===== src/hw/datapathPkg.sv =====
package datapathPkg;

	// Number of general registers the strobe vectors are sized for
	localparam int defaultRegisterCount = 16;

	typedef logic [31:0] dataWord;

	// Full Z contents, multiply fills both halves
	typedef struct packed {
		dataWord high;
		dataWord low;
	} zResult;

	typedef enum logic [4:0] {
		opAdd  = 5'd0,
		opSub  = 5'd1,
		opAnd  = 5'd2,
		opOr   = 5'd3,
		opShr  = 5'd4,
		opShra = 5'd5,
		opShl  = 5'd6,
		opRor  = 5'd7,
		opRol  = 5'd8,
		opNeg  = 5'd9,
		opNot  = 5'd10,
		opMul  = 5'd11
	} aluOperation;

	// Out strobes, bus priority runs from registerOut[0] up to mdrOut
	typedef struct packed {
		logic mdrOut;
		logic pcOut;
		logic zLowOut;
		logic zHighOut;
		logic loOut;
		logic hiOut;
		logic [defaultRegisterCount-1:0] registerOut;
	} busSources;

	typedef struct packed {
		logic [defaultRegisterCount-1:0] registerIn;
		logic yIn;
		logic zIn;
		logic hiIn;
		logic loIn;
		logic pcIn;
		logic marIn;
		logic mdrIn;
		logic irIn;
	} busSinks;

	typedef struct packed {
		busSources sources;
		busSinks sinks;
		aluOperation operation;
		logic read;   // MDR takes memory data instead of the bus
		logic incPc;
	} datapathControl;

endpackage


===== src/hw/busRegister.sv =====
module busRegister #(
	parameter type payloadType = logic [31:0]
) (
	input logic clk,
	input logic reset,
	input logic load,
	input payloadType dataIn,
	output payloadType dataOut
);

	// Captures its input only on edges where the load strobe is high
	always_ff @(posedge clk) begin
		if (reset) begin
			dataOut <= '0;
		end else if (load) begin
			dataOut <= dataIn;
		end
	end

endmodule


===== src/hw/memoryInterface.sv =====
module memoryInterface import datapathPkg::*; (
	input logic clk,
	input logic reset,
	input logic marIn,
	input logic mdrIn,
	input logic read,
	input dataWord busData,
	input dataWord memDataIn,
	output dataWord memAddress,
	output dataWord mdrValue
);

	dataWord mdrInput;

	// MDR source select, memory on a read cycle and the bus otherwise
	assign mdrInput = read ? memDataIn : busData;

	busRegister #(
		.payloadType(dataWord)
	) marRegister (
		.clk(clk),
		.reset(reset),
		.load(marIn),
		.dataIn(busData),
		.dataOut(memAddress)
	);

	busRegister #(
		.payloadType(dataWord)
	) mdrRegister (
		.clk(clk),
		.reset(reset),
		.load(mdrIn),
		.dataIn(mdrInput),
		.dataOut(mdrValue)
	);

endmodule


===== config.mk =====
export PLATFORM = sky130hd
export DESIGN_NAME = memoryInterface
export DESIGN_NICKNAME = d
export VERILOG_FILES = /design/src/hw/datapathPkg.sv /design/src/hw/busRegister.sv /design/src/hw/memoryInterface.sv
export SDC_FILE = /design/constraint.sdc
export NUM_CORES = 1
export LEC_CHECK = 0
export ABC_AREA = 1
export BUFFER_PORTS_ARGS = -buffer_cell sky130_fd_sc_hd__buf_2
export CORE_ASPECT_RATIO = 1.1
export CORE_MARGIN = 4
export CORE_UTILIZATION = 30
export DETAILED_ROUTE_END_ITERATION = 10
export GPL_ROUTABILITY_DRIVEN = 0
export GPL_TIMING_DRIVEN = 1
export HOLD_SLACK_MARGIN = 0.1
export REMOVE_ABC_BUFFERS = 1
export SLEW_MARGIN = 20
export SYNTH_ARGS = -nofsm -noshare
export SYNTH_HDL_FRONTEND = slang
export SYNTH_SLANG_ARGS = --single-unit

===== constraint.sdc =====
create_clock -name clk -period 0.85 [get_ports clk]
set_input_delay 0.255 -clock clk [delete_from_list [all_inputs] [get_ports clk]]
set_output_delay 0.255 -clock clk [all_outputs]
set_load 0.01 [all_outputs]

---- Yosys cells after proc, flatten, opt, wreduce, memory -nomap -nowiden ----
Cells that the tools add are included.
Widths: inputs -> output; s select.
storage, ports and cells
  register bits after elaboration ......... 64
  input bits .............................. 69
  output and inout bits ................... 64
  word-level logic and storage cells ...... 3
operators by class
  multiplexer cells ....................... 1
operators with widths
  kind     number
  $mux 32  1

---- Longest topological paths before layout ----
Gate-level depths: netlist of the first run.
  depth in word-level cells ............... 1
  mapped depth ............................ 7
  depth with buffers taken out ............ 5

---- Cells and area by module ----
A second synthesis of the first run with hierarchy kept.
unflattened totals
  cell total of the unflattened synthesis .. 510
  area total of the unflattened synthesis .. 3,169.3 µm²
modules (own cells, without submodules)
  module           instances  cells an instance  area each (µm²)  sequential area each (µm²)
  busRegister      2          203                1,338.8          640.6
  memoryInterface  1          104                491.7            0.0

---- Worst setup path after synthesis of the first run ----
Ideal clock, no wire load.
  path kind ............................... in2reg
  start point ............................. input mdrIn
  end point ............................... register mdrRegister.dataOut[24] (netlist bit)
  library setup time ...................... 109 ps
  data arrival time ....................... 737 ps
  data required time ...................... 741 ps
  path slack .............................. 5 ps
  stages on the path ...................... 6
  buffers on the path ..................... 2
  cells stage by stage .................... buf_6 -> buf_8 -> nor2_2 -> nor2_2 -> nand2_1 -> inv_1
RTL lines
  element               line                  RTL
  from (decl)           memoryInterface.sv:5  input logic mdrIn,
  to (signal assigned)  busRegister.sv:16     dataOut <= dataIn;
  to (decl)             busRegister.sv:8      output payloadType dataOut

---- Final worst setup path of the first run ----
  start point ............................. register mdrRegister.dataOut[10] (netlist bit)
  end point ............................... output mdrValue[10]
RTL lines
  element    line                   RTL
  to (decl)  memoryInterface.sv:10  output dataWord mdrValue
No word-level cell between the ends.

==> impl_results.md, run 1 <==
* Status: finished with violations
* Failing checks: setup timing
* First-pass GRT wire length at 15.1 mm
* Pin count of the biggest net entering global routing at 35
* Initial antenna violation count at 0
* CTS sink count at 64
* Critical-path cell list: buf_6
* H-Tree Depth at 3
* Crit path setup slack, layout at -176 ps
* Critical path class: reg -> out
* Largest stage delay, worst path at 350 ps
* ANT nets after route at 0
* Dpl cell area at 4320 µm²
* Via Count at 3223
* Root buffer cell: clkbuf_16
* Synthesis-to-finish area growth at 60.4%
* MaxCap Viol Count at 0
* Post-Syn Area at around 3300 µm²
* CTS Buf Count at 9
* Congestion Overflow GR at 0
* Crit path launch type: register
* VDD IR max at 0.941 mV
* FP Rows at 40
* Setup violators final at 65
* Static Leak at 2.84 nW
* Reg clk slew, reported paths at 50 ps
* WL/cell at 12.2 µm
* DP Wirelength at 6.31 mm
* Final hold vios at 0
* Post-synthesis average cell area at 8.07 µm²
* Pwr Total at 8.69 mW
* Initial cell density of the core at 0.306
* R2R Path Start: mdrRegister.dataOut[15]$_SDFFE_PP0P_
* CP required at 590 ps
* Vias per cell at 4.23
* Sequential area share after synthesis at 0.383
* WP data arrival at 770 ps
* Actual transition at the worst max-transition pin at between 300 and 400 ps
* I/O pins at 133
* Drt drc at 0
* CP max stage cell: dfxtp_2
* Initial DRT Pass Iterations at 4
* Crit end category: output pin
* Routed wire length at 9.33 mm
* CP bufs+invs at 1
* Die X at 109 µm
* Most frequent cells in the layout: nand2_1, buf_4, buf_2
* Period utilisation layout at 1.21
* Final Max Tran Viols at 0
* Drt first-iter violations at 121
* Synth warnings at 0
* N_diodes at 0
* Vias in the first global route at between 3000 and 4000
* Worst hold start: busData[31]
* Clock Latency Late Sink at 320 ps
* CTS tree: yes
* Die H at approximately 120 µm
* Hold crit path type: in -> reg
* Fin area at 5360 µm²
* RSZ-0062 raised after global routing: true
* Top delay family on crit path: flip-flops
* Worst rel slew slack at 0.755
* Fin crit period at 1030 ps
* Core footprint at 10900 µm²
* Layout net count at 680
* Cts-stage hold buffer count at 0
* CP Launch Point: mdrRegister.dataOut[10]$_SDFFE_PP0P_
* Most common cell after layout, fill and taps aside: nand2_1
* CP Max Fanout at 2
* Yosys cell types at 16
* Flops & latches, synth at 64
* Power Density at ~1600 nW/µm²
* Post-Synthesis Cells at 414
* Port bufs at 132
* GRT Resource Usage Total at 0.146
* Die ar. at 12900 µm²
* Worst Skew at 0 ps
* Clock buffer depth at 2
* Layout cells sized above 1 at 0.654
* Fmax achieved at 974 MHz
==> cell usage after synthesis <==
master,count,share of area
buf_4,12,0.027
a21oi_2,30,0.079
dfxtp_1,64,0.38
buf_6,7,0.024
a21oi_1,2,0.0030
nand3_1,32,0.048
clkinv_4,1,0.0026
nand2_1,130,0.15
nor2_2,51,0.095
inv_4,1,0.0019
buf_12,5,0.030
nor2_1,13,0.015
inv_1,32,0.036
nand2_4,30,0.10
buf_8,1,0.0045
buf_2,3,0.0045
==> repair_timing <==
item / CTS / global route
setup buffers: 28 / 10
pin swaps: 0 / 1
endpoints found under the setup margin: 64 / 64
resized for setup: 128 / 1
==> report_power, final <==
group	internal (mW)	total [mW]	switching, mW
clock network	2.12	3.37	1.25
registers	3.24	3.38	0.144
logic	1.05	1.94	0.890
==> cells by family (layout without fill, tap and decap cells) <==
family / Yosys count / in the layout / share of synthesized area
AOI/OAI and AO/OA: 32 / 32 / 0.0816
buffers and inverters: 62 / 263 / 0.130
DFF: 64 / 64 / 0.383
and+or+nand+nor: 256 / 256 / 0.405
==> area by class of cell <==
type	instances	area [µm²]
fillers	1075	5550
repair buffers	214	1780
well taps	147	184
flip-flops and latches	64	1360
clock buffers	15	268
inverters	34	135
multi-input cells	288	1630
==> per-stage QoR <==
| stage | instances | hold slack, ps | setup WS (ps) | util | setup TNS (ps) |
|---|---|---|---|---|---|
| floorplan | 386 | 317 | -116 | - | -3120 |
| global placement | 709 | 451 | -151 | 0.396 | -6350 |
| detailed placement | 709 | 459 | -192 | 0.396 | -7450 |
| CTS | 752 | 166 | -216 | 0.484 | -11520 |
| global route | 762 | 190 | -202 | 0.491 | -12050 |
| finish | 762 | 180 | -176 | 0.491 | -10350 |
==> final timing paths <==
kind,cells after the start,slack (ps),end
setup reg to reg,6,-20,mdrRegister.dataOut[15]$_SDFFE_PP0P_
hold reg to reg,2,470,marRegister.dataOut[31]$_SDFFE_PP0P_
hold / removal,3,180,marRegister.dataOut[31]$_SDFFE_PP0P_
setup / recovery,1,-180,mdrValue[10]
==> registers in the layout (all words and copies together), names as in the netlist <==
name,cells
marRegister.dataOut,32
mdrRegister.dataOut,32
==> per-layer routing <==
| layer | vias up | wire length (µm) | global-route usage |
|---|---|---|---|
| met5 | - | 0 | 0 |
| met4 | 0 | 199 | 0.0663 |
| met3 | 14 | 510 | 0.0344 |
| met2 | 83 | 5020 | 0.269 |
| met1 | 1474 | 3600 | 0.155 |
| li1 | 1652 | - | - |
Power figures use the tool's default switching activity.
==> run 2: changes to the inputs <==
CTS_CLUSTER_DIAMETER = 50   (was default)
PLACE_DENSITY = 0.65   (was default)
==> run 2 against run 1 <==
The flow still finishes with violations (setup timing); total power grew 0.75%; utilization shrank 0.080 points; final cell count fell by 0.26%; via count increased by 1.1%; worst setup slack improved by 5.8 ps; count of clock-buffer cells in the layout is 1 lower; sequential power about the same; flip-flop and latch count unchanged; clock skew is the same; register-to-register slack got worse by 20 ps; clock power grew 2%; critical path type unchanged; highest routed layer unchanged.
==> impl_results.md, run 2 (synthesis gave the netlist of run 1 again) <==
* Critical-path cell list: buf_6
* Power Density at 1640 nW/µm²
* N_diodes at 0
* Fin util at 0.490
* Clock buffer depth at 2
* Largest stage delay, worst path at approximately 340 ps
* Most common cell after layout, fill and taps aside: nand2_1
* Period utilisation layout at 1.20
* Layout cells sized above 1 at 0.656
* R2R Path End: mdrRegister.dataOut[20]$_SDFFE_PP0P_
* GRT Resource Usage Total at 0.150
* Most frequent cells in the layout: nand2_1, buf_4, buf_2
* Worst Skew at 0 ps
* Worst rel slew slack at 0.762
* H-Tree Depth at 3
* WL/cell at 12.7 µm
* Die X at 109 µm
* First-pass GRT wire length at 15.5 mm
* Hold crit path type: in -> reg
* Switching share of power at 0.262
* Hold path depth at 3
* Clock Latency Late Sink at ~320 ps
* Final Max Tran Viols at 0
* CTS tree: yes
* Congestion Overflow GR at 0
* Die H at 119 µm
* Initial DRT Pass Iterations at 5
* Int Power at approximately 6.5 mW
* DP Wirelength at 6.46 mm
* Reg2reg path depth at 6
* Status: finished with violations
* Sequential share of power at 0.386
* Crit path setup slack, layout at -170 ps
* Vias per cell at roughly 4.3
* WHS Endpoint: marRegister.dataOut[30]$_SDFFE_PP0P_
* Via Count at 3260
* Cts-stage hold buffer count at 0
* Setup violators final at 65
* Top delay family on crit path: flip-flops
* Top flop regs: marRegister.dataOut: 32 flops, mdrRegister.dataOut: 32 flops
* Layout net count at just under 700
* Fmax achieved at 980 MHz
* CP bufs+invs at 1
* Port bufs at around 130
* Drt drc at 0
* Critical path class: reg -> out
* NetSw at 2.29 mW
* Reg clk slew, reported paths at roughly 50 ps
* VDD IR max at 0.688 mV
* Failing checks: setup timing
* Root buffer cell: clkbuf_16
* Initial cell density of the core at 0.306
* WP data arrival at 770 ps
* Drt first-iter violations at between 100 and 150
* Fill cells at ~1100
* I/O pins at around 130
* CTS sink count at 64
* Final hold vios at 0
* ANT nets after route at 0
* Initial antenna violation count at 0
* Crit end category: output pin
* MaxCap Viol Count at 0
* Clock share of power at 0.392
* Crit path launch type: register
* Vias in the first global route at 3310
* Actual transition at the worst max-transition pin at 357 ps
* Core footprint at ~11000 µm²
* Pre-CTS setup slack at -203 ps
* Worst hold start: busData[30]
* Worst R2R Setup Slack at -40 ps
* CP required at 590 ps
* CP max stage cell: dfxtp_2
* FP Rows at 40
* Comb pwr share at 0.222
* Die ar. at ~13000 µm²
* Fin area at 5350 µm²
* Synthesis-to-finish area growth at 60.1%
* Routed wire length at 9.65 mm
* Pin count of the biggest net entering global routing at 33
* Dpl cell area at approximately 4300 µm²
* Static Leak at 2.83 nW
* R2R Path Start: mdrRegister.dataOut[20]$_SDFFE_PP0P_
* RSZ-0062 raised after global routing: true
* CTS Buf Count at 9
* Fin crit period at 1020 ps
* CP Max Fanout at 2
run 2: cell count changes in the layout (fill, tap and decap cells not counted), sizes merged:
| cell | before | now |
|---|---|---|
| clkbuf | 15 | 14 |
| buf | 214 | 213 |
run 2: layout make-up:
cell class | count | area [µm²] | share of cell area
Clock buffer | 14 | 274 | 0.0512
Inverter | 34 | 135 | 0.0253
Multi-Input combinational cell | 288 | 1640 | 0.306
Sequential cell | 64 | 1360 | 0.254
Tap cell | 147 | 184 | 0.0344
Timing Repair Buffer | 213 | 1760 | 0.329
run 2: power groups by stage:
stage	Clock [mW]	Combinational [mW]	Sequential (mW)
final	3.43	1.94	3.38
after global routing	3.69	2.13	3.40
after CTS	3.55	1.89	3.38
after detailed placement	0	1.55	3.37
after global placement	0	1.51	3.36
after floorplan	0	0.559	3.50
run 2: metrics by stage:
| step | hold slack (ps) | power [mW] | cells | TNS, ps |
|---|---|---|---|---|
| 5_1_grt | 190 | 9.21 | 760 | -11990 |
| 3_3_place_gp | 453 | 4.87 | 710 | -6320 |
| 4_1_cts | 175 | 8.81 | 748 | -11310 |
| 2_1_floorplan | 317 | 4.06 | 386 | -3120 |
| 3_5_place_dp | 457 | 4.92 | 710 | -7570 |
| 6_report | 195 | 8.75 | 760 | -10170 |
run 2: worst max-delay path by stage:
| stage | from | endpoint | depth (start not counted) |
|---|---|---|---|
| after floorplan | marIn | marRegister.dataOut[30]$_SDFFE_PP0P_ | 3 |
| after global placement | read | mdrRegister.dataOut[8]$_SDFFE_PP0P_ | 6 |
| final | marRegister.dataOut[22]$_SDFFE_PP0P_ | memAddress[22] | 1 |
| after detailed placement | read | mdrRegister.dataOut[21]$_SDFFE_PP0P_ | 6 |
| after global routing | marRegister.dataOut[22]$_SDFFE_PP0P_ | memAddress[22] | 1 |
| after CTS | mdrRegister.dataOut[25]$_SDFFE_PP0P_ | mdrValue[25] | 1 |
run 2: routing by layer:
layer | track usage | vias up | wire length [µm]
met1 | 0.166 | 1496 | 3810
met4 | 0.0639 | 0 | 189
met3 | 0.0339 | 16 | 590
met2 | 0.270 | 101 | 5060
li1 | - | 1647 | -
met5 | 0 | - | 0
run 2: repair_timing:
| action | 4_1_cts | 5_1_grt |
|---|---|---|
| setup buffers | 24 | 12 |
| gates cloned | 0 | 0 |
| pin swaps | 0 | 1 |
| resized for setup | 129 | 2 |
| endpoints found under the setup margin | 64 | 65 |
==> run 3: changes to the inputs <==
PLACE_DENSITY = 0.63   (was 0.65)
clock period = 1 ns   (was 0.85 ns; I/O delays follow)
==> run 3 against run 2 <==
The run still ends with setup timing left; count of clock-buffer cells in the layout is the same; final cell count down 1.2%; utilization is 0.48 points lower; critical path depth stayed put; sequential power fell by 15%.
==> impl_results.md, run 3 (synthesis gave the netlist of run 1 again) <==
* Final Max Tran Viols at 0
* Clock buffer depth at 2
* WHS Endpoint: marRegister.dataOut[31]$_SDFFE_PP0P_
* Vias in the first global route at roughly 3100
* Failing checks: setup timing
* Worst rel slew slack at 0.769
* CTS Buf Count at 9
* Layout cells sized above 1 at 0.652
* Initial antenna violation count at 0
* N_diodes at 0
* Crit end category: output pin
* Port bufs at 132
* Pin count of the biggest net entering global routing at 34
* Die ar. at 12900 µm²
* Congestion Overflow GR at 0
* ANT nets after route at 0
* Critical path class: reg -> out
* CP bufs+invs at 1
* GRT Resource Usage Total at 0.142
* Uppermost routed layer: met4
* Fin crit period at 1080 ps
* VDD IR max at 0.902 mV
* Worst R2R Setup Slack at 130 ps
* Setup_tns at -3600 ps
* R2R Path Start: mdrRegister.dataOut[21]$_SDFFE_PP0P_
* Final hold vios at 0
* DP Wirelength at between 6 and 7 mm
* Layout net count at ~670
* H-Tree Depth at 3
* Clock Latency Late Sink at 310 ps
* R2R Path End: mdrRegister.dataOut[21]$_SDFFE_PP0P_
* Core footprint at ~11000 µm²
* Most frequent cells in the layout: nand2_1, buf_2, buf_4
* Largest stage delay, worst path at 360 ps
* Post-placement cell count at 677
* Via Count at 3187
* Pre-CTS setup slack at -55.4 ps
* Reg2reg path depth at 6
* I/O pins at 133
* First-pass GRT wire length at 14.7 mm
* CP Max Fanout at 2
* Period utilisation layout at 1.08
* Initial DRT Pass Iterations at 4
* WL/cell at 12.1 µm
* Crit path setup slack, layout at -84.2 ps
* Non-filler cells, final at 751
* Synthesis-to-finish area growth at 58.5%
* Met2 WL at between 4 and 5 mm
* Fill cells at 1052
* Routed wire length at 9.08 mm
* FP Rows at 40
* Drt drc at 0
* Top flop regs: marRegister.dataOut: 32 flops, mdrRegister.dataOut: 32 flops
* Top delay family on crit path: flip-flops
* Root buffer cell: clkbuf_16
* Static Leak at around 2.8 nW
* RSZ-0062 raised after global routing: true
* Actual transition at the worst max-transition pin at between 300 and 400 ps
* Metal3 WL at 546 µm
* Fmax achieved at 922 MHz
* Die H at between 100 and 150 µm
* Reg clk slew, reported paths at around 50 ps
* Most common cell after layout, fill and taps aside: nand2_1
* Vias per cell at 4.24
* CP required at 700 ps
* CTS tree: yes
* Critical-path cell list: buf_6
* Setup violators final at 64
* Initial cell density of the core at 0.306
* Worst Skew at 0 ps
* CP max stage cell: dfxtp_2
* Drt first-iter violations at 80
* WP data arrival at 780 ps
* Hold crit path type: in -> reg
* Crit path launch type: register
* Worst hold start: busData[31]
* Die X at 109 µm
* MaxCap Viol Count at 0
* Met1 WL at 3.57 mm
* Status: finished with violations
* Power Density at 1460 nW/µm²
* CTS sink count at 64
* Hold path depth at 3
run 3: power by group:
| part | total (mW) | leakage (nW) | internal (mW) | switching (mW) |
|---|---|---|---|---|
| Combinational | 1.58 | 2.08 | 0.846 | 0.736 |
| Clock | 3.28 | 0.159 | 2.20 | 1.08 |
| Sequential | 2.88 | 0.552 | 2.75 | 0.127 |
| Total | 7.74 | 2.79 | 5.79 | 1.95 |
run 3: worst register-to-register path, stage by stage, from the launching register on:
cell and delay, ps:
dfxtp_2 320, buf_4 120, buf_4 120, nor2_2 60
nor2_1 40, nand2_1 70, inv_1 30
run 3: worst max path at each step:
stage	start	to	cells past startpoint
floorplan	marIn	marRegister.dataOut[30]$_SDFFE_PP0P_	3
global placement	read	mdrRegister.dataOut[14]$_SDFFE_PP0P_	6
detailed placement	read	mdrRegister.dataOut[1]$_SDFFE_PP0P_	6
CTS	marRegister.dataOut[6]$_SDFFE_PP0P_	memAddress[6]	1
global route	marRegister.dataOut[6]$_SDFFE_PP0P_	memAddress[6]	1
finish	marRegister.dataOut[6]$_SDFFE_PP0P_	memAddress[6]	1
run 3: cell type report:
| cell class | instances | area, µm² | share of cell area |
|---|---|---|---|
| clock buffer | 14 | 284 | 0.0536 |
| timing repair buffer | 202 | 1660 | 0.314 |
| tap | 147 | 184 | 0.0347 |
| multi-input combinational | 288 | 1630 | 0.307 |
| inverter | 34 | 135 | 0.0255 |
| sequential | 64 | 1370 | 0.258 |
| clock inverter | 2 | 35.0 | 0.00661 |
run 3: metal layers:
| layer | track usage | up-vias |
|---|---|---|
| met5 | 0 | - |
| met4 | 0.0450 | 0 |
| met3 | 0.0421 | 14 |
| met2 | 0.252 | 79 |
| met1 | 0.160 | 1472 |
| li1 | - | 1622 |
run 3: what timing repair did:
action | in CTS | in global routing
resized for setup | 130 | 2
setup endpoints to repair | 64 | 64
setup buffers | 43 | 15
hold buffers | 0 | 0
hold endpoints to repair | 0 | 0
run 3: through the flow:
step / cell area (µm²) / util / hold WS (ps) / power [mW]
6_report: 5300 / 0.486 / 232 / 7.74
5_1_grt: 5300 / 0.486 / 225 / 8.16
4_1_cts: 5180 / 0.475 / 214 / 7.82
3_5_place_dp: 4060 / 0.372 / 460 / 4.07
3_3_place_gp: 4060 / 0.372 / 447 / 4.04
2_1_floorplan: 3040 / - / 362 / 3.45
