===== src/hw/datapathPkg.sv =====
package datapathPkg;

	// Number of general registers the strobe vectors are sized for
	localparam int defaultRegisterCount = 16;

	typedef logic [31:0] dataWord;

	// Full Z contents, multiply fills both halves
	typedef struct packed {
		dataWord high;
		dataWord low;
	} zResult;

	typedef enum logic [4:0] {
		opAdd  = 5'd0,
		opSub  = 5'd1,
		opAnd  = 5'd2,
		opOr   = 5'd3,
		opShr  = 5'd4,
		opShra = 5'd5,
		opShl  = 5'd6,
		opRor  = 5'd7,
		opRol  = 5'd8,
		opNeg  = 5'd9,
		opNot  = 5'd10,
		opMul  = 5'd11
	} aluOperation;

	// Out strobes, bus priority runs from registerOut[0] up to mdrOut
	typedef struct packed {
		logic mdrOut;
		logic pcOut;
		logic zLowOut;
		logic zHighOut;
		logic loOut;
		logic hiOut;
		logic [defaultRegisterCount-1:0] registerOut;
	} busSources;

	typedef struct packed {
		logic [defaultRegisterCount-1:0] registerIn;
		logic yIn;
		logic zIn;
		logic hiIn;
		logic loIn;
		logic pcIn;
		logic marIn;
		logic mdrIn;
		logic irIn;
	} busSinks;

	typedef struct packed {
		busSources sources;
		busSinks sinks;
		aluOperation operation;
		logic read;   // MDR takes memory data instead of the bus
		logic incPc;
	} datapathControl;

endpackage


===== src/hw/busRegister.sv =====
module busRegister #(
	parameter type payloadType = logic [31:0]
) (
	input logic clk,
	input logic reset,
	input logic load,
	input payloadType dataIn,
	output payloadType dataOut
);

	// Captures its input only on edges where the load strobe is high
	always_ff @(posedge clk) begin
		if (reset) begin
			dataOut <= '0;
		end else if (load) begin
			dataOut <= dataIn;
		end
	end

endmodule


===== src/hw/registerFile.sv =====
module registerFile import datapathPkg::*; #(
	parameter int registerCount = defaultRegisterCount
) (
	input logic clk,
	input logic reset,
	input logic [registerCount-1:0] registerIn,
	input dataWord busData,
	output dataWord registers [registerCount]
);

	// R0 is a constant zero source for the bus
	assign registers[0] = '0;

	genvar i;
	generate
		for (i = 1; i < registerCount; i++) begin : gRegister
			busRegister #(
				.payloadType(dataWord)
			) generalRegister (
				.clk(clk),
				.reset(reset),
				.load(registerIn[i]),
				.dataIn(busData),
				.dataOut(registers[i])
			);
		end
	endgenerate

endmodule


===== config.mk =====
export PLATFORM = sky130hd
export DESIGN_NAME = registerFile
export DESIGN_NICKNAME = d
export VERILOG_FILES = /design/src/hw/datapathPkg.sv /design/src/hw/busRegister.sv /design/src/hw/registerFile.sv
export SDC_FILE = /design/constraint.sdc
export NUM_CORES = 1
export LEC_CHECK = 0
export BUFFER_PORTS_ARGS = -buffer_cell sky130_fd_sc_hd__buf_2
export CORE_AREA = 2 2 221 223
export DETAILED_ROUTE_END_ITERATION = 8
export DIE_AREA = 0 0 223 225
export GPL_ROUTABILITY_DRIVEN = 1
export MAX_ROUTING_LAYER = met4
export SLEW_MARGIN = 5
export SYNTH_ARGS = -nofsm -noshare
export SYNTH_HDL_FRONTEND = slang
export SYNTH_SLANG_ARGS = --single-unit

===== constraint.sdc =====
create_clock -name clk -period 0.9 [get_ports clk]
set_input_delay 0.09 -clock clk [delete_from_list [all_inputs] [get_ports clk]]
set_output_delay 0.09 -clock clk [all_outputs]
set_load 0.01 [all_outputs]

# == After elaboration in Yosys (flattened, before gate mapping) ==
# Cells that the tools add are included.
# totals
n_memories,0
rom_bits,0
latch_bits,0
inputBits,50
ram_bits,0
reg_bits,480
# classes
div,0
eq_ne,0
mux,0
order_cmp,0
n_reduce_logical,0
bitwise_logic,0
multipliers,0
add_sub_neg,0
shift,0

# == Longest topological paths before layout ==
# Gate-level depths: netlist of the first run.
# logic_depth
ltp_word,0
mapped_depth,4
depth_no_buf,2

# == Hierarchy ==
# Synthesis of the first run repeated with hierarchy kept, for this count alone.
# hier_totals
hier_cells,1578
area_unflattened_um2,17698.2
# by_module_without_submodules
module,area_per_inst_um2,instances,seq_area_each_um2,cells_each
busRegister,1163.6,15,640.6,103
registerFile,244.0,1,0.0,33

# == Worst setup path before layout of the first run ==
# Ideal clock, no wire load.
# synth_timing
kind,input -> register
from,in registerIn[11]
to,reg gRegister[11].generalRegister.dataOut[10] (netlist bit)
t_arrival_ns,0.648
setup_slack_ns,0.125
stages,4
path_buffers,2
cell_sequence,buf_2 -> buf_4 -> mux2i_1 -> nor2_1
# synth_lines
item,line_no,text
"start, declared",registerFile.sv:6,"input logic [registerCount-1:0] registerIn,"
"end signal, assigned",busRegister.sv:16,dataOut <= dataIn;
"end, declared",busRegister.sv:8,output payloadType dataOut

# == Worst setup path in the final report of the first run ==
# layout_timing
from,reg gRegister[11].generalRegister.dataOut[2] (netlist bit)
to,out registers[130] (netlist bit)
# layout_lines
item,line_no,text
"end, declared",registerFile.sv:8,output dataWord registers [registerCount]
# No word-level cell between the ends.

==> impl_metrics.json, run 1 <==
{
  "status": "finished with violations",
  "violations": "setup timing",
  "synth-seq-cells": 480,
  "synth_compound_area_frac": 0,
  "grt_max_degree": 65,
  "layout-drive-gt1-share": 0.5472,
  "cts_root_buf": "clkbuf_16",
  "critPathRequiredTime_ns": 0.81,
  "ys.flop_type": "dfxtp_1",
  "cts_buffer_depth": 3,
  "setup_viol": 480,
  "period_share": 1.280,
  "drv_slew": 0,
  "min_period_ns": 1.152,
  "drt_pass1_iterations": 5,
  "drc": 0,
  "synth_edf_count": 0,
  "first_iter_violations": 613,
  "grt_pass1_vias": 14072,
  "async_flop_share": 0,
  "rsz0062_at_grt": "true",
  "hold_start": "busData[3]",
  "core_mm2": 0.04755,
  "synth.area.top_cells": "dfxtp_1 (56%), mux2i_1 (28%), nor2_1 (10%)",
  "area_delta_synth_final_pct": 57.24,
  "slew_headroom": 0.5822,
  "dieArea_mm2": 0.05018,
  "finalClockSkew_ns": 0,
  "die_w_um": 223,
  "antenna_found_initial": 1,
  "synthMuxAreaShare": 0.2777,
  "whs_path_depth": 3,
  "postSynthAreaPerCell_um2": 10.69,
  "rows": 80,
  "drt-wirelength-per-cell_um": 20.97,
  "regMostFlops": "gRegister.generalRegister.dataOut",
  "synthAdderAreaFrac": 0,
  "synth_xor_area_frac": 0,
  "pwr_density_cell_mw_per_mm2": 2038,
  "r2r_slack_ns": 0.02,
  "hp-class": "in2reg",
  "cts_made_buffers": 52,
  "cts.clk_slew.worst_paths_ns": 0.06,
  "crit_chain": "buf_6",
  "crit_fanout": 2,
  "grt.total_usage": 0.2371,
  "synth_common_cells": "dfxtp_1 (480), mux2i_1 (480), nor2_1 (480)",
  "grt_pass1_wl_mm": 87.83,
  "gp_congestion": 0.8076,
  "cp-start-kind": "flip-flop",
  "overflow": 0,
  "largest_reg_flops": 480,
  "netlist_area_mm2": 0.01730,
  "finalWorstSetupSlack_ns": -0.2521,
  "slowest_delay_ns": 0.36,
  "dr_total_vias": 13884,
  "ir_drop_v": 0.001923,
  "yosys.cell_types.count": 7,
  "detail-route-antenna-nets": 0,
  "port_buffers": 528,
  "synth-simple-area-share": 0.1041,
  "clk_latency_ns": 0.58,
  "via_per_inst": 4.833,
  "worstReg2RegStart": "gRegister[14].generalRegister.dataOut[26]",
  "synth_top_family_by_area": "multiplexers",
  "cts_tree": "yes",
  "cap_viol_max_count": 0,
  "finalWirelength_mm": 60.25,
  "path_delay_family": "flip-flops",
  "yosysTopAreaCell": "dfxtp_1",
  "cts_max_level": 2,
  "hold_viol_final": 0,
  "worst_pin_slew_ns": 0.6268,
  "post-dp-hpwl_mm": 39.15,
  "total_power_mw": 55.43,
  "slowest_stage": "dfxtp_2",
  "yosysSeqAreaShare": 0.5554,
  "reg2reg_depth": 4,
  "p_leak_nw": 13.03,
  "cts_num_sinks": 480,
  "synth_cells": 1618,
  "fin_nets": 2264,
  "die_h_um": 225,
  "top_regs": "gRegister.generalRegister.dataOut x480",
  "pin_count": 562,
  "fmax_mhz": 867.9,
  "yosys_warnings": 0,
  "crit_arrival_ns": 1.06,
  "whs_endpoint": "gRegister[14].generalRegister.dataOut[3]",
  "dp_slack_ns": -0.04531,
  "reg2reg_to": "gRegister[14].generalRegister.dataOut[26]",
  "cp-end-kind": "primary output",
  "fill_cells": 3877,
  "initial_utilization": 0.3639,
  "path_class": "reg2out",
  "yosysTopAreaCellShare": 0.5554,
  "critical_path_buf_inv_count": 1
}
==> where the power goes <==
| group | leakage, nW | internal (mW) | switching [mW] |
|---|---|---|---|
| Combinational | 7.97 | 4.31 | 3.91 |
| Clock | 0.933 | 14.4 | 9.03 |
| Sequential | 4.13 | 22.8 | 0.950 |
==> cells by family (layout without fill, tap and decap cells) <==
family | Yosys count | after routing
simple gates | 480 | 480
mux | 480 | 480
other cells | 1 | 33
buf+inv | 177 | 785
flops | 480 | 480
==> layer usage <==
metal / up-vias / routed length [um] / part of all wire / track usage
met5: - / 0 / 0 / -
met4: 0 / 2314 / 0.038 / 0.09959
met3: 124 / 4166 / 0.069 / 0.05893
met2: 502 / 28280 / 0.47 / 0.3793
met1: 6820 / 25490 / 0.42 / 0.2856
li1: 6438 / - / - / -
==> how the worst max path moves through the flow <==
stage | startpoint | endpoint | slack, ns | cells after the start
2_1_floorplan | registerIn[11] | gRegister[11].generalRegister.dataOut[10] | 0.12 | 4
3_3_place_gp | busData[1] | gRegister[7].generalRegister.dataOut[1] | -0.03 | 3
3_5_place_dp | busData[1] | gRegister[12].generalRegister.dataOut[1] | -0.05 | 3
4_1_cts | gRegister[1].generalRegister.dataOut[15] | registers[463] | -0.28 | 1
5_1_grt | gRegister[11].generalRegister.dataOut[2] | registers[130] | -0.29 | 1
6_report | gRegister[11].generalRegister.dataOut[2] | registers[130] | -0.25 | 1
==> stage by stage <==
| step | std cells | utilization | TNS, ns | instance area [um^2] | hold slack (ns) |
|---|---|---|---|---|---|
| 2_1_floorplan | 1649 | - | 0 | 17420 | 0.2372 |
| 3_3_place_gp | 2691 | 0.4412 | -0.1226 | 20980 | 0.3207 |
| 3_5_place_dp | 2691 | 0.4412 | -1.063 | 20980 | 0.3225 |
| 4_1_cts | 2843 | 0.5670 | -121.61 | 26960 | 0.004481 |
| 5_1_grt | 2873 | 0.5721 | -120.35 | 27200 | 0.03280 |
| 6_report | 2873 | 0.5721 | -101.24 | 27200 | 0.03512 |
==> layout make-up <==
class / instances / area [um^2] / share of cell area
antenna: 1 / 2.502 / 0.00009199
tap: 615 / 769.5 / 0.02829
sequential: 480 / 10210 / 0.3753
clock buffer: 67 / 1469 / 0.05400
timing repair buffer: 688 / 7594 / 0.2792
clock inverter: 30 / 431.7 / 0.01587
multi-input combinational: 992 / 6726 / 0.2473
==> cells in the final DEF (no fill, tap or decap), drive strengths merged <==
cell / netlist / layout
buf: 161 / 662
mux2i: 480 / 480
nor2: 480 / 480
dfxtp: 480 / 480
clkbuf: 16 / 68
conb: 1 / 32
dlygate4sd3: 0 / 25
clkinv: 0 / 11
bufinv: 0 / 10
inv: 0 / 5
clkinvlp: 0 / 4
diode: 0 / 1
==> what timing repair did <==
action / in CTS / in global routing
gates cloned: 0 / 1
setup buffers: 30 / 28
resized for setup: 1042 / 3
endpoints found under the setup margin: 480 / 482
endpoints found under the hold margin: 263 / 0
hold buffers: 25 / 0
No activity file was read; power rests on OpenSTA's default activity.
==> inputs of run 2 (changes only) <==
--- a/config.mk
+++ b/config.mk
@@ -7,10 +7,12 @@
 export LEC_CHECK = 0
 export BUFFER_PORTS_ARGS = -buffer_cell sky130_fd_sc_hd__buf_2
 export CORE_AREA = 2 2 221 223
+export CTS_BUF_LIST = sky130_fd_sc_hd__clkbuf_8
 export DETAILED_ROUTE_END_ITERATION = 8
 export DIE_AREA = 0 0 223 225
 export GPL_ROUTABILITY_DRIVEN = 1
 export MAX_ROUTING_LAYER = met4
+export SKIP_LAST_GASP = 1
 export SLEW_MARGIN = 5
 export SYNTH_ARGS = -nofsm -noshare
 export SYNTH_HDL_FRONTEND = slang
==> impl_metrics.json, run 2 (synthesis gave the netlist of run 1 again) <==
{
  "status": "finished with violations",
  "violations": "setup timing",
  "dr_total_vias": 14191,
  "worstReg2RegStart": "gRegister[2].generalRegister.dataOut[28]",
  "finalClockSkew_ns": 0,
  "path_class": "reg2out",
  "dpl-instance-area_mm2": 0.02098,
  "crit_start": "gRegister[1].generalRegister.dataOut[15]",
  "post-dp-hpwl_mm": 39.15,
  "finalWorstSetupSlack_ns": -0.3280,
  "overflow": 0,
  "cts_made_buffers": 82,
  "cts.clk_slew.worst_paths_ns": 0.06,
  "fin_nets": 2325,
  "total_power_mw": 51.74,
  "layout-drive-gt1-share": 0.5418,
  "detail-route-antenna-nets": 0,
  "initial_utilization": 0.3639,
  "drv_slew": 0,
  "clk_latency_ns": 0.65,
  "place_inst": 2691,
  "regMostFlops": "gRegister.generalRegister.dataOut",
  "drc": 0,
  "fmax_mhz": 814.3,
  "area_delta_synth_final_pct": 57.31,
  "cap_viol_max_count": 0,
  "reg2reg_to": "gRegister[2].generalRegister.dataOut[28]",
  "rsz0062_at_grt": "true",
  "cts_max_level": 3,
  "via_per_inst": 4.811,
  "grt_pass1_vias": 14416,
  "die_w_um": 223,
  "drt-wirelength-per-cell_um": 20.66,
  "setup_viol": 480,
  "slew_headroom": 0.6040,
  "worst_pin_slew_ns": 0.5941,
  "path_delay_family": "flip-flops",
  "die_h_um": 225,
  "slowest_delay_ns": 0.36,
  "period_share": 1.364,
  "crit_chain": "buf_6",
  "gp_congestion": 0.8076,
  "grt_pass1_wl_mm": 89.04,
  "grt.total_usage": 0.2419,
  "top_regs": "gRegister.generalRegister.dataOut x480",
  "core_mm2": 0.04755,
  "largest_reg_flops": 480,
  "cts_num_sinks": 480,
  "rows": 80,
  "crit_path_end": "registers[463]",
  "crit_arrival_ns": 1.14,
  "r2r_slack_ns": 0.01,
  "cts_root_buf": "clkbuf_8",
  "first_iter_violations": 651,
  "crit_fanout": 2,
  "cp-start-kind": "flip-flop",
  "fin_area_mm2": 0.02721,
  "antenna_found_initial": 0,
  "min_period_ns": 1.228,
  "path_depth": 1,
  "reg2reg_depth": 4,
  "final_core_util": 0.5724,
  "pwr_density_cell_mw_per_mm2": 1901,
  "critPathRequiredTime_ns": 0.81,
  "cp-end-kind": "primary output",
  "cts_buffer_depth": 3,
  "dieArea_mm2": 0.05018,
  "drt_pass1_iterations": 5,
  "p_leak_nw": 13.18,
  "antenna_cells": 0,
  "port_buffers": 528,
  "slowest_stage": "dfxtp_2",
  "cts_tree": "yes",
  "finalWirelength_mm": 60.96,
  "grt_max_degree": 65,
  "fill_cells": 3886,
  "layout.cells.non_filler": 2950,
  "hold_viol_final": 0,
  "critical_path_buf_inv_count": 1,
  "ir_drop_v": 0.001450,
  "layout_common_cells": "mux2i_1 (480), nor2_1 (480), dfxtp_2 (480), buf_6 (480), clkbuf_8 (105)",
  "pin_count": 562,
  "hp-class": "in2reg"
}
-- run 2: changes by cell type in the layout (fill, tap and decap cells not counted), sizes merged --
cell	delta
clkinvlp	-1
clkbuf	+38
dlygate4sd3	+23
buf	+8
diode	-1
inv	+28
bufinv	-9
clkinv	-9
-- run 2: final cells by class --
type	count	area [um^2]	share of cell area
clock buffers	105	1445	0.05310
clock inverters	39	201.4	0.007402
multi-input cells	992	6726	0.2472
flip-flops and latches	480	10210	0.3752
well taps	615	769.5	0.02827
repair buffers	719	7863	0.2889
-- run 2: worst register-to-register path, stage by stage (launching register included) --
cell	delay [ns]
dfxtp_2	0.32
buf_4	0.12
buf_4	0.12
mux2i_1	0.15
nor2_1	0.06
-- run 2: worst min path at each step --
stage	start	to	slack (ns)	cells past startpoint
global route	reset	gRegister[2].generalRegister.dataOut[29]	0.22	3
detailed placement	reset	gRegister[2].generalRegister.dataOut[29]	0.32	2
CTS	reset	gRegister[2].generalRegister.dataOut[29]	0.20	3
global placement	reset	gRegister[1].generalRegister.dataOut[2]	0.32	2
floorplan	busData[0]	gRegister[11].generalRegister.dataOut[0]	0.24	2
finish	reset	gRegister[2].generalRegister.dataOut[29]	0.27	3
-- run 2: routing by layer --
layer	up-vias	share of wire	GRT usage
met5	-	0	-
met4	0	0.046	0.1210
met3	154	0.074	0.07001
met2	563	0.46	0.3820
met1	6924	0.42	0.2819
li1	6550	-	-
-- run 2: per-stage QoR --
step	TNS [ns]	setup WS, ns	hold slack, ns
final	-135.79	-0.3280	0.2655
after global routing	-166.87	-0.3950	0.2238
after CTS	-171.81	-0.3945	0.2046
after detailed placement	-1.063	-0.04531	0.3225
after global placement	-0.1226	-0.03229	0.3207
after floorplan	0	0.1245	0.2372
-- run 2: repair_timing --
action                                   CTS  global route
hold buffers                              48             0
hold endpoints to repair                 480             0
setup buffers                             33            34
gates resized for setup                 1042             1
gates cloned                               0             0
endpoints found under the setup margin   480           483
-- run 2: power breakdown --
| group | internal (mW) | total (mW) | switching (mW) |
|---|---|---|---|
| combinational | 4.39 | 8.33 | 3.94 |
| sequential | 22.8 | 23.8 | 0.947 |
| clock | 10.7 | 19.6 | 8.92 |
==> inputs of run 3 (changes only) <==
--- a/config.mk
+++ b/config.mk
@@ -6,12 +6,15 @@
 export NUM_CORES = 1
 export LEC_CHECK = 0
 export BUFFER_PORTS_ARGS = -buffer_cell sky130_fd_sc_hd__buf_2
-export CORE_AREA = 2 2 221 223
+export CELL_PAD_IN_SITES_DETAIL_PLACEMENT = 0
+export CELL_PAD_IN_SITES_GLOBAL_PLACEMENT = 1
+export CORE_AREA = 2 2 218 220
 export CTS_BUF_LIST = sky130_fd_sc_hd__clkbuf_8
 export DETAILED_ROUTE_END_ITERATION = 8
-export DIE_AREA = 0 0 223 225
+export DIE_AREA = 0 0 220 222
 export GPL_ROUTABILITY_DRIVEN = 1
 export MAX_ROUTING_LAYER = met4
+export PLACE_DENSITY_LB_ADDON = 0.1
 export SKIP_LAST_GASP = 1
 export SLEW_MARGIN = 5
 export SYNTH_ARGS = -nofsm -noshare
==> impl_metrics.json, run 3 (synthesis gave the netlist of run 1 again) <==
{
  "area_delta_synth_final_pct": 55.80,
  "finalWirelength_mm": 62.16,
  "layout-drive-gt1-share": 0.5347,
  "grt_max_degree": 83,
  "largest_reg_flops": 480,
  "die_h_um": 222,
  "gp_congestion": 0.7978,
  "setup_viol": 480,
  "cts_num_sinks": 480,
  "fmax_mhz": 836.1,
  "layout_common_cells": "mux2i_1 (480), nor2_1 (480), dfxtp_2 (480), buf_6 (480), clkbuf_8 (108)",
  "grt_pass1_vias": 13719,
  "drt_pass1_iterations": 6,
  "finalClockSkew_ns": 0,
  "port_buffers": 528,
  "crit_chain": "buf_6",
  "dieArea_mm2": 0.04884,
  "initial_utilization": 0.3740,
  "detail-route-antenna-nets": 0,
  "cts_root_buf": "clkbuf_8",
  "rows": 79,
  "final_core_util": 0.5827,
  "violations": "setup timing",
  "finalSetupTns_ns": -126.10,
  "post-dp-hpwl_mm": 41.04,
  "drt-wirelength-per-cell_um": 21.33,
  "slew_headroom": 0.6233,
  "top_regs": "gRegister.generalRegister.dataOut x480",
  "hp-class": "in2reg",
  "first_iter_violations": 665,
  "die_w_um": 220,
  "fill_cells": 3994,
  "critPathRequiredTime_ns": 0.81,
  "cp-end-kind": "primary output",
  "cts_tree": "yes",
  "layout.cells.non_filler": 2914,
  "ir_drop_v": 0.001261,
  "cp-start-kind": "flip-flop",
  "hold_ws_ns": 0.4349,
  "slowest_delay_ns": 0.34,
  "rsz0062_at_grt": "true",
  "grt_pass1_wl_mm": 89.48,
  "regMostFlops": "gRegister.generalRegister.dataOut",
  "drc": 0,
  "pin_count": 562,
  "regArea_mm2": 0.01021,
  "place_inst": 2672,
  "drv_slew": 0,
  "core_mm2": 0.04626,
  "antenna_found_initial": 1,
  "cts_made_buffers": 82,
  "dp_slack_ns": -0.05934,
  "cap_viol_max_count": 0,
  "cts_max_level": 3,
  "path_class": "reg2out",
  "via_per_inst": 4.673,
  "worst_pin_slew_ns": 0.5651,
  "status": "finished with violations",
  "finalWorstSetupSlack_ns": -0.2960,
  "cts_buffer_depth": 3,
  "min_period_ns": 1.196,
  "clk_latency_ns": 0.64,
  "hold_viol_final": 0,
  "critical_path_buf_inv_count": 1,
  "cts.clk_slew.worst_paths_ns": 0.06,
  "crit_arrival_ns": 1.11,
  "overflow": 0,
  "multi_input_area_mm2": 0.006726,
  "path_delay_family": "flip-flops",
  "dr_total_vias": 13616,
  "slowest_stage": "dfxtp_2",
  "grt.total_usage": 0.2535,
  "pwr_density_cell_mw_per_mm2": 1911,
  "fin_nets": 2292,
  "period_share": 1.329,
  "p_leak_nw": 13.03,
  "crit_fanout": 2
}
[run 3: what timing repair did]
item / 4_1_cts / 5_1_grt
setup buffers: 23 / 20
endpoints found under the hold margin: 480 / 0
gates cloned: 0 / 2
hold buffers: 48 / 0
setup endpoints to repair: 480 / 483
gates resized for setup: 1120 / 3
[run 3: per-layer routing]
metal  routed length, um  up-vias  GRT usage  part of all wire
met2               28900      450     0.3936              0.46
li1                    -     6495          -                 -
met1               26520     6566     0.3049              0.43
met5                   0        -          -                 0
met3                4667      105    0.07833             0.075
met4                2071        0     0.1020             0.033
[run 3: metrics by stage]
step / area, um^2 / power, mW
2_1_floorplan: 17420 / 27.18
3_3_place_gp: 20840 / 29.99
3_5_place_dp: 20840 / 30.08
4_1_cts: 26740 / 51.97
5_1_grt: 26950 / 53.72
6_report: 26950 / 51.50
[run 3: path summary, 6_finish.rpt]
| check | cells after the start | endpoint | from | slack, ns |
|---|---|---|---|---|
| worst max-delay path | 1 | registers[468] | gRegister[1].generalRegister.dataOut[20] | -0.30 |
| worst min-delay path | 5 | gRegister[15].generalRegister.dataOut[4] | busData[4] | 0.43 |
| worst max register to register | 4 | gRegister[2].generalRegister.dataOut[22] | gRegister[2].generalRegister.dataOut[22] | 0.05 |
| worst min register to register | 2 | gRegister[13].generalRegister.dataOut[27] | gRegister[13].generalRegister.dataOut[27] | 0.49 |
[run 3: cell type report]
type / instances / area share
Antenna cell: 1 / 0.00009284
Sequential cell: 480 / 0.3788
Clock buffer: 108 / 0.05515
Clock inverter: 40 / 0.006081
Multi-Input combinational cell: 992 / 0.2496
Timing Repair Buffer: 686 / 0.2821
Tap cell: 607 / 0.02818
[run 3: power breakdown]
group / leakage (nW) / switching [mW] / internal [mW]
clock network: 0.972 / 8.88 / 10.7
registers: 4.13 / 0.915 / 22.8
logic: 7.93 / 3.94 / 4.29
total: 13.0 / 13.7 / 37.8
[run 3: worst register-to-register path, stage by stage, from the launching register on]
cell	delay [ns]
dfxtp_2	0.33
buf_4	0.13
buf_4	0.12
mux2i_1	0.12
nor2_1	0.05
